===== config.mk =====
export PLATFORM = sky130hd
export DESIGN_NAME = sifhTop
export DESIGN_NICKNAME = d
export VERILOG_FILES = /design/src/design/sifhPkg.sv /design/src/design/algebraicBlock.sv /design/src/design/histArbiter.sv /design/src/design/histBinner.sv /design/src/design/histRam.sv /design/src/design/peakSearch.sv /design/src/design/sifhTop.sv /design/src/design/thresholdTable.sv
export SDC_FILE = /design/constraint.sdc
export NUM_CORES = 1
export LEC_CHECK = 0
export ABC_AREA = 1
export BUFFER_PORTS_ARGS = -buffer_cell sky130_fd_sc_hd__buf_4
export CORE_MARGIN = 2
export CORE_UTILIZATION = 60
export DETAILED_ROUTE_END_ITERATION = 16
export GPL_ROUTABILITY_DRIVEN = 0
export PLACE_DENSITY = 0.79
export SLEW_MARGIN = 20
export SYNTH_ARGS = -nofsm -noshare
export SYNTH_HDL_FRONTEND = slang
export SYNTH_SLANG_ARGS = --single-unit

===== constraint.sdc =====
create_clock -name clk -period 10.39 [get_ports clk]
set_clock_uncertainty 0.15 [all_clocks]
set_input_delay 2.078 -clock clk [delete_from_list [all_inputs] [get_ports clk]]
set_output_delay 2.078 -clock clk [all_outputs]
set_load 0.02 [all_outputs]

===== src/design/sifhPkg.sv =====
package sifhPkg;

    // bin index width, 16 bins per pixel
    localparam int binW = 4;
    localparam int binNum = 2 ** binW;

    // threshold scale
    localparam int thW = 8;
    localparam int thMax = 2 ** thW - 1;

    // one bin expressed on the threshold scale
    localparam int binStep = 2 ** (thW - binW);

    // half of the detection window, one and a half bins
    localparam int halfWin = binStep + binStep / 2;

    // histogram counts saturate at all ones
    localparam int cntW = 8;

endpackage


===== src/design/algebraicBlock.sv =====
`timescale 1ns/10ps

module algebraicBlock import sifhPkg::*; #(
    parameter int pixW = 2
) (
    input  logic            clk,
    input  logic            res,
    input  logic            peakValid,
    input  logic [pixW-1:0] peakPixel,
    input  logic [binW-1:0] peakCH,
    output logic            wrEn,
    output logic [pixW-1:0] wrPixel,
    output logic [thW-1:0]  thMinus,
    output logic [thW-1:0]  thPlus,
    output logic [thW-1:0]  thMid
);

    logic [thW-1:0] ch;   // peak bin centre on threshold scale
    logic [thW-1:0] lo;
    logic [thW-1:0] hi;
    logic [thW:0]   sum;

    always_comb begin
        ch = (thW'(peakCH) << (thW - binW)) + thW'(binStep / 2);
        if (ch <= halfWin) begin
            // clamp at the bottom of the range
            lo = '0;
            hi = thW'(2 * halfWin);
        end else if (ch >= thMax - halfWin) begin
            // clamp at the top
            hi = thW'(thMax);
            lo = thW'(thMax - 2 * halfWin);
        end else begin
            lo = ch - thW'(halfWin);
            hi = ch + thW'(halfWin);
        end
        sum = {1'b0, lo} + {1'b0, hi};   // one extra bit for the carry
    end

    always_ff @(posedge clk or negedge res) begin
        if (!res) begin
            wrEn <= 1'b0;
        end else begin
            wrEn <= peakValid;
        end
    end

    always_ff @(posedge clk) begin
        if (peakValid) begin
            wrPixel <= peakPixel;
            thMinus <= lo;
            thPlus  <= hi;
            thMid   <= sum[thW:1];   // floor of the mean
        end
    end

endmodule


===== src/design/histArbiter.sv =====
`timescale 1ns/10ps

module histArbiter import sifhPkg::*; #(
    parameter int addrW = 6
) (
    input  logic             clk,
    input  logic             res,
    input  logic             req0,
    input  logic [addrW-1:0] addr0,
    input  logic             we0,
    input  logic [cntW-1:0]  wdata0,
    input  logic             req1,
    input  logic [addrW-1:0] addr1,
    input  logic             we1,
    input  logic [cntW-1:0]  wdata1,
    output logic             ack0,
    output logic [cntW-1:0]  rdata0,
    output logic             ack1,
    output logic [cntW-1:0]  rdata1,
    output logic             en,
    output logic             we,
    output logic [addrW-1:0] addr,
    output logic [cntW-1:0]  wdata,
    input  logic [cntW-1:0]  rdata,
    input  logic             busy
);

    typedef enum logic [1:0] {sIdle, sAccess, sRespond} stateT;

    stateT state;
    logic  lastSel;   // client served most recently
    logic  pickSel;   // client that wins in idle
    logic  selReq;

    // on a tie the client not served last goes first
    assign pickSel = (req0 && req1) ? !lastSel : req1;
    assign selReq  = lastSel ? req1 : req0;

    // ram is driven straight from the winning client in idle
    assign en    = (state == sIdle) && (req0 || req1) && !busy;
    assign we    = pickSel ? we1 : we0;
    assign addr  = pickSel ? addr1 : addr0;
    assign wdata = pickSel ? wdata1 : wdata0;

    always_ff @(posedge clk or negedge res) begin
        if (!res) begin
            state   <= sIdle;
            lastSel <= 1'b1;   // binner wins the first tie
            ack0    <= 1'b0;
            ack1    <= 1'b0;
        end else begin
            case (state)
                sIdle: begin
                    if (en) begin
                        lastSel <= pickSel;
                        state   <= sAccess;
                    end
                end
                sAccess: begin
                    if (lastSel) begin
                        ack1 <= 1'b1;
                    end else begin
                        ack0 <= 1'b1;
                    end
                    state <= sRespond;
                end
                sRespond: begin
                    if (!selReq) begin   // client released, close handshake
                        ack0  <= 1'b0;
                        ack1  <= 1'b0;
                        state <= sIdle;
                    end
                end
                default: state <= sIdle;
            endcase
        end
    end

    // ram word is valid during access
    always_ff @(posedge clk) begin
        if (state == sAccess) begin
            if (lastSel) begin
                rdata1 <= rdata;
            end else begin
                rdata0 <= rdata;
            end
        end
    end

endmodule


===== src/design/histBinner.sv =====
`timescale 1ns/10ps

module histBinner import sifhPkg::*; #(
    parameter int pixelNum = 4,
    localparam int pixW = $clog2(pixelNum),
    localparam int addrW = pixW + binW
) (
    input  logic             clk,
    input  logic             res,
    input  logic             evReq,
    input  logic [pixW-1:0]  evPixel,
    input  logic [binW-1:0]  evBin,
    output logic             evAck,
    output logic             req,
    output logic [addrW-1:0] addr,
    output logic             we,
    output logic [cntW-1:0]  wdata,
    input  logic             ack,
    input  logic [cntW-1:0]  rdata
);

    typedef enum logic [2:0] {sIdle, sRdPh, sRdRel, sWrPh, sWrRel, sDone} stateT;

    stateT state;

    always_ff @(posedge clk or negedge res) begin
        if (!res) begin
            state <= sIdle;
            evAck <= 1'b0;
            req   <= 1'b0;
            we    <= 1'b0;
        end else begin
            case (state)
                sIdle: begin
                    if (evReq) begin
                        we    <= 1'b0;   // read the current count first
                        req   <= 1'b1;
                        state <= sRdPh;
                    end
                end
                sRdPh: begin
                    if (ack) begin
                        req   <= 1'b0;
                        state <= sRdRel;
                    end
                end
                sRdRel: begin
                    if (!ack) begin
                        we    <= 1'b1;
                        req   <= 1'b1;
                        state <= sWrPh;
                    end
                end
                sWrPh: begin
                    if (ack) begin
                        req   <= 1'b0;
                        state <= sWrRel;
                    end
                end
                sWrRel: begin
                    if (!ack) begin
                        we    <= 1'b0;
                        evAck <= 1'b1;   // bin written back
                        state <= sDone;
                    end
                end
                sDone: begin
                    if (!evReq) begin
                        evAck <= 1'b0;
                        state <= sIdle;
                    end
                end
                default: state <= sIdle;
            endcase
        end
    end

    // bin address and incremented count
    always_ff @(posedge clk) begin
        if (state == sIdle && evReq) begin
            addr <= {evPixel, evBin};
        end
        if (state == sRdPh && ack) begin
            wdata <= (rdata == {cntW{1'b1}}) ? rdata : rdata + 1'b1;   // saturate
        end
    end

endmodule


===== src/design/histRam.sv =====
`timescale 1ns/10ps

module histRam import sifhPkg::*; #(
    parameter int pixelNum = 4,
    localparam int depth = pixelNum * binNum,
    localparam int addrW = $clog2(depth)
) (
    input  logic             clk,
    input  logic             res,
    input  logic             en,
    input  logic             we,
    input  logic [addrW-1:0] addr,
    input  logic [cntW-1:0]  wdata,
    output logic [cntW-1:0]  rdata,
    output logic             busy
);

    logic [cntW-1:0]  mem [depth];
    logic [addrW-1:0] clrAddr;   // walks the array after reset

    always_ff @(posedge clk or negedge res) begin
        if (!res) begin
            busy    <= 1'b1;
            clrAddr <= '0;
        end else if (busy) begin
            clrAddr <= clrAddr + 1'b1;
            if (clrAddr == addrW'(depth - 1)) begin
                busy <= 1'b0;   // last word zeroed
            end
        end
    end

    always_ff @(posedge clk) begin
        if (busy) begin
            mem[clrAddr] <= '0;
        end else if (en) begin
            if (we) begin
                mem[addr] <= wdata;
            end else begin
                rdata <= mem[addr];
            end
        end
    end

endmodule


===== src/design/peakSearch.sv =====
`timescale 1ns/10ps

module peakSearch import sifhPkg::*; #(
    parameter int pixelNum = 4,
    localparam int pixW = $clog2(pixelNum),
    localparam int addrW = pixW + binW
) (
    input  logic             clk,
    input  logic             res,
    input  logic             frameReq,
    output logic             frameAck,
    output logic             req,
    output logic [addrW-1:0] addr,
    output logic             we,
    output logic [cntW-1:0]  wdata,
    input  logic             ack,
    input  logic [cntW-1:0]  rdata,
    output logic             peakValid,
    output logic [pixW-1:0]  peakPixel,
    output logic [binW-1:0]  peakCH
);

    typedef enum logic [2:0] {
        sIdle, sRdPh, sRdRel, sWrPh, sWrRel, sNextPix, sTail, sDone
    } stateT;

    stateT           state;
    logic [pixW-1:0] pix;
    logic [binW-1:0] bin;
    logic [cntW-1:0] bestCnt;
    logic [binW-1:0] bestBin;

    assign addr  = {pix, bin};
    assign wdata = '0;   // every bin is cleared after its read

    always_ff @(posedge clk or negedge res) begin
        if (!res) begin
            state     <= sIdle;
            frameAck  <= 1'b0;
            req       <= 1'b0;
            we        <= 1'b0;
            peakValid <= 1'b0;
            pix       <= '0;
            bin       <= '0;
            bestCnt   <= '0;
            bestBin   <= '0;
        end else begin
            case (state)
                sIdle: begin
                    if (frameReq) begin
                        pix     <= '0;
                        bin     <= '0;
                        bestCnt <= '0;
                        bestBin <= '0;
                        req     <= 1'b1;
                        state   <= sRdPh;
                    end
                end
                sRdPh: begin
                    if (ack) begin
                        req <= 1'b0;
                        if (rdata > bestCnt) begin   // strict, ties keep lower bin
                            bestCnt <= rdata;
                            bestBin <= bin;
                        end
                        state <= sRdRel;
                    end
                end
                sRdRel: begin
                    if (!ack) begin
                        we    <= 1'b1;
                        req   <= 1'b1;
                        state <= sWrPh;
                    end
                end
                sWrPh: begin
                    if (ack) begin
                        req   <= 1'b0;
                        state <= sWrRel;
                    end
                end
                sWrRel: begin
                    if (!ack) begin
                        we <= 1'b0;
                        if (bin == binW'(binNum - 1)) begin
                            peakValid <= 1'b1;
                            state     <= sNextPix;
                        end else begin
                            bin   <= bin + 1'b1;
                            req   <= 1'b1;
                            state <= sRdPh;
                        end
                    end
                end
                sNextPix: begin
                    peakValid <= 1'b0;
                    if (pix == pixW'(pixelNum - 1)) begin
                        state <= sTail;
                    end else begin
                        pix     <= pix + 1'b1;
                        bin     <= '0;
                        bestCnt <= '0;
                        bestBin <= '0;
                        req     <= 1'b1;
                        state   <= sRdPh;
                    end
                end
                sTail: begin
                    // last table write lands on this edge
                    frameAck <= 1'b1;
                    state    <= sDone;
                end
                sDone: begin
                    if (!frameReq) begin
                        frameAck <= 1'b0;
                        state    <= sIdle;
                    end
                end
                default: state <= sIdle;
            endcase
        end
    end

    always_ff @(posedge clk) begin
        if (state == sWrRel && !ack && bin == binW'(binNum - 1)) begin
            peakPixel <= pix;
            peakCH    <= bestBin;
        end
    end

endmodule


===== src/design/sifhTop.sv =====
`timescale 1ns/10ps

module sifhTop import sifhPkg::*; #(
    parameter int pixelNum = 4,
    localparam int pixW = $clog2(pixelNum),
    localparam int addrW = pixW + binW
) (
    input  logic            clk,
    input  logic            res,
    input  logic            evReq,
    input  logic [pixW-1:0] evPixel,
    input  logic [binW-1:0] evBin,
    output logic            evAck,
    input  logic            frameReq,
    output logic            frameAck,
    input  logic [pixW-1:0] rdPixel,
    output logic [thW-1:0]  rdThMinus,
    output logic [thW-1:0]  rdThPlus,
    output logic [thW-1:0]  rdThMid
);

    // binner side of the arbiter
    logic             binReq, binWe, binAck;
    logic [addrW-1:0] binAddr;
    logic [cntW-1:0]  binWdata, binRdata;

    // peak search side
    logic             srchReq, srchWe, srchAck;
    logic [addrW-1:0] srchAddr;
    logic [cntW-1:0]  srchWdata, srchRdata;

    logic             ramEn, ramWe, ramBusy;
    logic [addrW-1:0] ramAddr;
    logic [cntW-1:0]  ramWdata, ramRdata;

    logic             peakValid;
    logic [pixW-1:0]  peakPixel;
    logic [binW-1:0]  peakCH;

    logic             wrEn;
    logic [pixW-1:0]  wrPixel;
    logic [thW-1:0]   thMinus, thPlus, thMid;

    histRam #(.pixelNum(pixelNum)) uRam (
        .clk(clk), .res(res), .en(ramEn), .we(ramWe), .addr(ramAddr),
        .wdata(ramWdata), .rdata(ramRdata), .busy(ramBusy)
    );

    histArbiter #(.addrW(addrW)) uArb (
        .clk(clk), .res(res),
        .req0(binReq), .addr0(binAddr), .we0(binWe), .wdata0(binWdata),
        .req1(srchReq), .addr1(srchAddr), .we1(srchWe), .wdata1(srchWdata),
        .ack0(binAck), .rdata0(binRdata), .ack1(srchAck), .rdata1(srchRdata),
        .en(ramEn), .we(ramWe), .addr(ramAddr), .wdata(ramWdata),
        .rdata(ramRdata), .busy(ramBusy)
    );

    histBinner #(.pixelNum(pixelNum)) uBinner (
        .clk(clk), .res(res), .evReq(evReq), .evPixel(evPixel), .evBin(evBin),
        .evAck(evAck), .req(binReq), .addr(binAddr), .we(binWe),
        .wdata(binWdata), .ack(binAck), .rdata(binRdata)
    );

    peakSearch #(.pixelNum(pixelNum)) uSearch (
        .clk(clk), .res(res), .frameReq(frameReq), .frameAck(frameAck),
        .req(srchReq), .addr(srchAddr), .we(srchWe), .wdata(srchWdata),
        .ack(srchAck), .rdata(srchRdata), .peakValid(peakValid),
        .peakPixel(peakPixel), .peakCH(peakCH)
    );

    algebraicBlock #(.pixW(pixW)) uAlg (
        .clk(clk), .res(res), .peakValid(peakValid), .peakPixel(peakPixel),
        .peakCH(peakCH), .wrEn(wrEn), .wrPixel(wrPixel), .thMinus(thMinus),
        .thPlus(thPlus), .thMid(thMid)
    );

    thresholdTable #(.pixelNum(pixelNum)) uTable (
        .clk(clk), .res(res), .wrEn(wrEn), .wrPixel(wrPixel),
        .thMinus(thMinus), .thPlus(thPlus), .thMid(thMid), .rdPixel(rdPixel),
        .rdThMinus(rdThMinus), .rdThPlus(rdThPlus), .rdThMid(rdThMid)
    );

endmodule


===== src/design/thresholdTable.sv =====
`timescale 1ns/10ps

module thresholdTable import sifhPkg::*; #(
    parameter int pixelNum = 4,
    localparam int pixW = $clog2(pixelNum)
) (
    input  logic            clk,
    input  logic            res,
    input  logic            wrEn,
    input  logic [pixW-1:0] wrPixel,
    input  logic [thW-1:0]  thMinus,
    input  logic [thW-1:0]  thPlus,
    input  logic [thW-1:0]  thMid,
    input  logic [pixW-1:0] rdPixel,
    output logic [thW-1:0]  rdThMinus,
    output logic [thW-1:0]  rdThPlus,
    output logic [thW-1:0]  rdThMid
);

    logic [thW-1:0] minusTab [pixelNum];
    logic [thW-1:0] plusTab  [pixelNum];
    logic [thW-1:0] midTab   [pixelNum];

    always_ff @(posedge clk or negedge res) begin
        if (!res) begin
            for (int i = 0; i < pixelNum; i++) begin
                minusTab[i] <= '0;
                plusTab[i]  <= '0;
                midTab[i]   <= '0;
            end
            rdThMinus <= '0;
            rdThPlus  <= '0;
            rdThMid   <= '0;
        end else begin
            if (wrEn) begin
                minusTab[wrPixel] <= thMinus;
                plusTab[wrPixel]  <= thPlus;
                midTab[wrPixel]   <= thMid;
            end
            // read returns the old entry on a same-cycle write
            rdThMinus <= minusTab[rdPixel];
            rdThPlus  <= plusTab[rdPixel];
            rdThMid   <= midTab[rdPixel];
        end
    end

endmodule


==> flow_metrics.tcl, run 1 <==
set metrics [dict create \
    outcome "complete, no violations" \
    relSlewSlack_pct 30.9 \
    ys_seq_area_share_pct 65.9 \
    cts_root_buffer "clkbuf_16" \
    period_minus_slack_ps 4680 \
    worst_hold_slack_ps 280 \
    syn2layout_area_growth_pct 9.33 \
    endpoint_kind "flip-flop" \
    drv_cap 0 \
    tns_ps 0 \
    dpl.hpwl_mm 41.5 \
    path_cells "nand2_1 -> nand2_2 -> nand2_2 -> nand2_8 -> buf_4 -> nand2_1 -> nand3_1 -> nand3_1 -> nand3_1 -> nand3_1 -> nand3_1 -> nand2_1" \
    fp.coreArea_um2 50100 \
    async_flop_share_pct 16.6 \
    p_per_area_nw_per_um2 261 \
    cts_resized 0 \
    wl_per_cell_um 19.5 \
    synth.avg_cell_area_um2 10.1 \
    worst_pin_slew_ps 1030 \
    cts.sinks 686 \
    track_usage_pct 27.7 \
    synth_top_area_share_pct 56.5 \
    synth_top_area_cell "edfxtp_1" \
    hold_start "uSearch.peakPixel[0]" \
    critPathArrivalTime_ps 4890 \
    final_nets 3021 \
    overflow 0 \
    port_buffers 37 \
    synth-seq-cells 686 \
    num-fill-cells 3673 \
    p_total_mw 8.68 \
    slowest_stage "buf_4" \
    period_share_pct 45.1 \
    hold_path_class "reg2reg" \
    clkTransAtPathRegs_ps 60 \
    whs_path_depth 0 \
    cts_buffers 69 \
    vias 21500 \
    required_ps 10600 \
    p_int_mw 5.34 \
    holdPathEnd "uAlg.wrPixel[0]" \
    r2r-start "uArb.lastSel" \
    max_freq_mhz 214 \
    cts_tree "built" \
    routed_via_density 5.78 \
    critPathMaxStageDelay_ps 830 \
    dieHeight_um 229 \
    fp.dieArea_um2 52500 \
    holdBufCountCts 0 \
    finalSetupViolCount 0 \
    io_pins 38 \
    seq_area_um2 20000 \
    cpMostUsedCell "nand3_1" \
    ant_nets 0 \
    grt_pass1_wl_mm 113 \
    syn_area_um2 30400 \
    timing.rr.end "uRam.rdata[6]" \
    clk_latency_ps 620 \
    start_util_pct 60.7 \
    synthFlopType "edfxtp_1" \
    path_class "reg2reg" \
    synth.area.top_cells "edfxtp_1 57%, nand3_1 9.3%, dfrtp_1 9.2%" \
    sw_frac_of_total_pct 38.5 \
    drt_iter0_markers 2614 \
    antenna_cells 0 \
    cts_setup_buffers 0 \
    drt_wl_total_mm 72.6 \
    p_leak_nw 14.3 \
    synth_edf_count 572 \
    p_sw_mw 3.34 \
    hold_viol_final 0 \
    yosys_warnings 0 \
    syn_inst 3002 \
    antenna_found_initial 0 \
    dp_cells 3590 \
    r2r_slack_ps 5710 \
    die_w_um 229 \
    r2r_cells 12 \
    grt_max_degree 134 \
    grt_pass1_vias 20800 \
    grt_setup_unrepaired "false" \
    row_count 82 \
    synth_nets 3034 \
    cp-start-kind "flip-flop" \
    cts_max_level 3 \
    drive_gt1_share_pct 6.80 \
    synth_cell_types 46 \
    drv_slew 0 \
    drcViolationCount 0 \
    clockBufferDepth 3 \
    firstDrtPassIters 8 \
    seqPwrFrac_pct 39.0 \
    p_clk_share_pct 26.9 \
    p_comb_share_pct 34.1 \
    multi_input_area_um2 7670 \
    path_max_fanout 133 \
    layoutNonFillerInstCount 3718 \
    ir_drop_mv 0.266 \
]
cell usage in the layout, fill, tap and decap left out, types with 13 or more instances in the layout:
| master | netlist | final |
|---|---|---|
| clkbuf_1 | 43 | 16 |
| clkbuf_16 | 0 | 72 |
| ha_1 | 20 | 20 |
| nand3_1 | 566 | 564 |
| o21ai_0 | 120 | 119 |
| o22ai_1 | 17 | 17 |
| nand2_1 | 652 | 652 |
| clkinv_1 | 1 | 19 |
| a21oi_1 | 16 | 16 |
| inv_1 | 562 | 562 |
| buf_4 | 10 | 57 |
| nor2_1 | 138 | 130 |
| clkinv_2 | 0 | 13 |
| dfrtp_1 | 112 | 112 |
| edfxtp_1 | 572 | 572 |
layer usage:
layer  routed length [µm]  global-route usage [%]
met5                    0                       0
met4                 3500                    12.9
met3                 7680                    6.11
met2                34500                    44.5
met1                26900                    36.1
sequential cells by signal, summed over array words and instances, names as in the netlist, 4 cells and up:
name	cells
uRam.mem	512
uTable.rdThMinus	4
uSearch.peakCH	4
uTable.rdThMid	5
uRam.clrAddr	6
uAlg.thMinus	4
uAlg.thMid	6
uSearch.bin	4
uSearch.bestCnt	8
uArb.rdata0	8
uAlg.thPlus	4
uBinner.wdata	8
uTable.minusTab	16
uBinner.addr	6
uSearch.bestBin	4
uTable.rdThPlus	5
uArb.rdata1	8
uTable.midTab	24
uTable.plusTab	16
uRam.rdata	8
worst max-delay path by stage:
stage / slack, ps / to / from / depth (start not counted)
detailed placement: 5890 / uRam.rdata[1] / uArb.lastSel / 12
CTS: 5870 / uRam.rdata[1] / uArb.lastSel / 12
finish: 5710 / uRam.rdata[6] / uArb.lastSel / 12
global route: 5480 / uRam.rdata[4] / uArb.lastSel / 12
floorplan: 7000 / uRam.mem[0][0] / uArb.lastSel / 8
global placement: 5970 / uRam.rdata[6] / uArb.lastSel / 12
worst max-delay path, delay by kind of cell, from the launching register on:
kind,cells,cell delay (ps)
flip-flops,1,560
AND/OR/NAND/NOR,11,2610
buffers and inverters,1,830
stage by stage:
step                      setup WS, ps  area (µm²)  utilization (%)
after CTS                         5870       33200             66.4
final                             5710       33200             66.4
after global routing              5480       33200             66.4
after floorplan                   7000       30400                -
after global placement            5970       31100             62.1
after detailed placement          5890       31100             62.1
Yosys cell counts (3+ instances only):
library cell  instances
nand2_1             652
edfxtp_1            572
nand3_1             566
inv_1               562
nor2_1              138
o21ai_0             120
dfrtp_1             112
buf_2                79
clkbuf_1             43
ha_1                 20
o22ai_1              17
a21oi_1              16
nor3_1               12
buf_4                10
nand2_2               9
xor2_1                9
buf_1                 8
nand4_4               8
o21ai_2               6
inv_4                 4
o21ai_4               3
or2_2                 3
xnor2_1               3
logic make-up after synthesis:
| group | count (synthesis) | share of synthesized area (%) |
|---|---|---|
| buf+inv | 711 | 9.31 |
| flops | 686 | 65.9 |
| xor+xnor | 12 | 0.346 |
| mux | 1 | 0.0370 |
| compound gates | 174 | 3.21 |
| simple gates | 1398 | 20.4 |
| fa+ha+maj | 20 | 0.823 |
area by class of cell:
cell class	instances	share of cell area, %
sequential	686	60.3
multi-input combinational	1605	23.1
inverter	569	6.46
clock buffer	89	5.64
tap	672	2.53
timing repair buffer	58	1.32
clock inverter	39	0.689
power by group through the flow:
| stage | clock [mW] | sequential [mW] | combinational [mW] |
|---|---|---|---|
| finish | 2.34 | 3.39 | 2.96 |
| global route | 2.47 | 3.40 | 3.20 |
| CTS | 2.35 | 3.38 | 2.89 |
| detailed placement | 0 | 3.44 | 2.86 |
| global placement | 0 | 3.43 | 2.79 |
| floorplan | 0 | 3.40 | 2.01 |
Power figures use the tool's default switching activity.
==> run 2, diff against run 1 <==
==> constraint.sdc (replaced) <==
create_clock -name clk -period 4.4 [get_ports clk]
set_clock_uncertainty 0.15 [all_clocks]
set_input_delay 0.88 -clock clk [delete_from_list [all_inputs] [get_ports clk]]
set_output_delay 0.88 -clock clk [all_outputs]
set_load 0.02 [all_outputs]
==> flow_metrics.tcl, run 2 (same netlist as run 1, synthesis figures left out) <==
set metrics [dict create \
    outcome "complete, no violations" \
    drv_slew 0 \
    period_minus_slack_ps 4110 \
    cp-start-kind "flip-flop" \
    ant_nets 0 \
    drive_gt1_share_pct 7.48 \
    die_w_um 229 \
    hold_path_class "in2async" \
    cts_resized 0 \
    vias 21700 \
    grt_max_degree 129 \
    grt_pass1_vias 21200 \
    cts.sinks 686 \
    track_usage_pct 28.9 \
    io_pins 38 \
    period_share_pct 93.3 \
    wl_per_cell_um 20.0 \
    required_ps 4750 \
    start_util_pct 60.7 \
    final_common_cell "nand2_1" \
    row_count 82 \
    clk_latency_ps 620 \
    reg.largest.list "uRam.mem: 512 flops, uTable.midTab: 24 flops" \
    grt_setup_unrepaired "false" \
    finalSetupViolCount 0 \
    fp.coreArea_um2 50100 \
    antenna_found_initial 0 \
    dpl.hpwl_mm 44.8 \
    path_max_fanout 64 \
    cts_root_buffer "clkbuf_16" \
    endpoint_kind "flip-flop" \
    drt_iter0_markers 3062 \
    p_leak_nw 14.5 \
    dieHeight_um 229 \
    tns_ps 0 \
    drcViolationCount 0 \
    fp.dieArea_um2 52500 \
    syn2layout_area_growth_pct 11.0 \
    max_freq_mhz 244 \
    p_total_mw 21.2 \
    ir_drop_mv 0.606 \
    holdBufCountCts 0 \
    firstDrtPassIters 6 \
    antenna_cells 0 \
    routed_via_density 5.81 \
    grt_pass1_wl_mm 117 \
    overflow 0 \
    critPathArrivalTime_ps 4450 \
    final_nets 3036 \
    clkTransAtPathRegs_ps 60 \
    largest_reg_flops 512 \
    most-common-layout-cells "652 x nand2_1, 572 x edfxtp_1, 565 x nand3_1" \
    cts_buffers 70 \
    regMostFlops "uRam.mem" \
    path_class "reg2reg" \
    cts_setup_buffers 0 \
    clockBufferDepth 3 \
    hold_viol_final 0 \
    drt_wl_total_mm 74.8 \
    cts_tree "built" \
    drv_cap 0 \
    fin_util_pct 67.4 \
    p_per_area_nw_per_um2 628 \
    port_buffers 37 \
    worst_pin_slew_ps 1050 \
    relSlewSlack_pct 29.7 \
    cts_max_level 3 \
]
-- run 2: path summary, 6_finish.rpt --
kind	start	end	slack, ps	cells after the start
setup / recovery	uBinner.req	uRam.rdata[7]	290	9
hold / removal	res	uSearch.state[2]	180	1
setup reg to reg	uBinner.req	uRam.rdata[7]	290	9
hold reg to reg	uSearch.peakPixel[0]	uAlg.wrPixel[0]	270	0
max in group asynchronous	res	uTable.plusTab[28]	3020	2
min in group clk	uSearch.peakPixel[0]	uAlg.wrPixel[0]	270	0
-- run 2: metal layers --
| layer | vias up | global-route usage [%] | share of wire [%] |
|---|---|---|---|
| li1 | 9828 | - | - |
| met1 | 10300 | 37.2 | 36 |
| met2 | 1327 | 47.1 | 48 |
| met3 | 288 | 5.80 | 11 |
| met4 | 0 | 14.1 | 4.8 |
| met5 | - | 0 | 0 |
-- run 2: critical path: stages (launching register included) --
cell and delay [ps]:
dfrtp_1 400, nand2_1 150, nand2_2 320, o21ai_4 880, clkinv_2 1100, nand3_1 440, nand3_1 170, nand3_1 130
nand3_1 140, nand2_1 90
-- run 2: final cells by class --
| type | count | area, µm² |
|---|---|---|
| Tap cell | 672 | 841 |
| Inverter | 569 | 2150 |
| Fill cell | 3594 | 16300 |
| Multi-Input combinational cell | 1605 | 7660 |
| Clock buffer | 87 | 1910 |
| Sequential cell | 686 | 20000 |
| Timing Repair Buffer | 72 | 728 |
| Clock inverter | 42 | 404 |
-- run 2: through the flow --
stage               setup slack, ps  instance area [µm²]  hold WS, ps  std cells
floorplan                      1010                30400          250       3002
global placement                816                31400          258       3604
detailed placement              692                31400          256       3604
CTS                             677                33700          206       3733
global route                    123                33700          246       3733
finish                          294                33700          178       3733
-- run 2: where the power goes --
part	switching, mW	total [mW]	internal [mW]	leakage, nW
clock	2.48	5.99	3.51	1.13
combinational	5.26	7.18	1.92	6.63
sequential	0.277	8.00	7.73	6.75
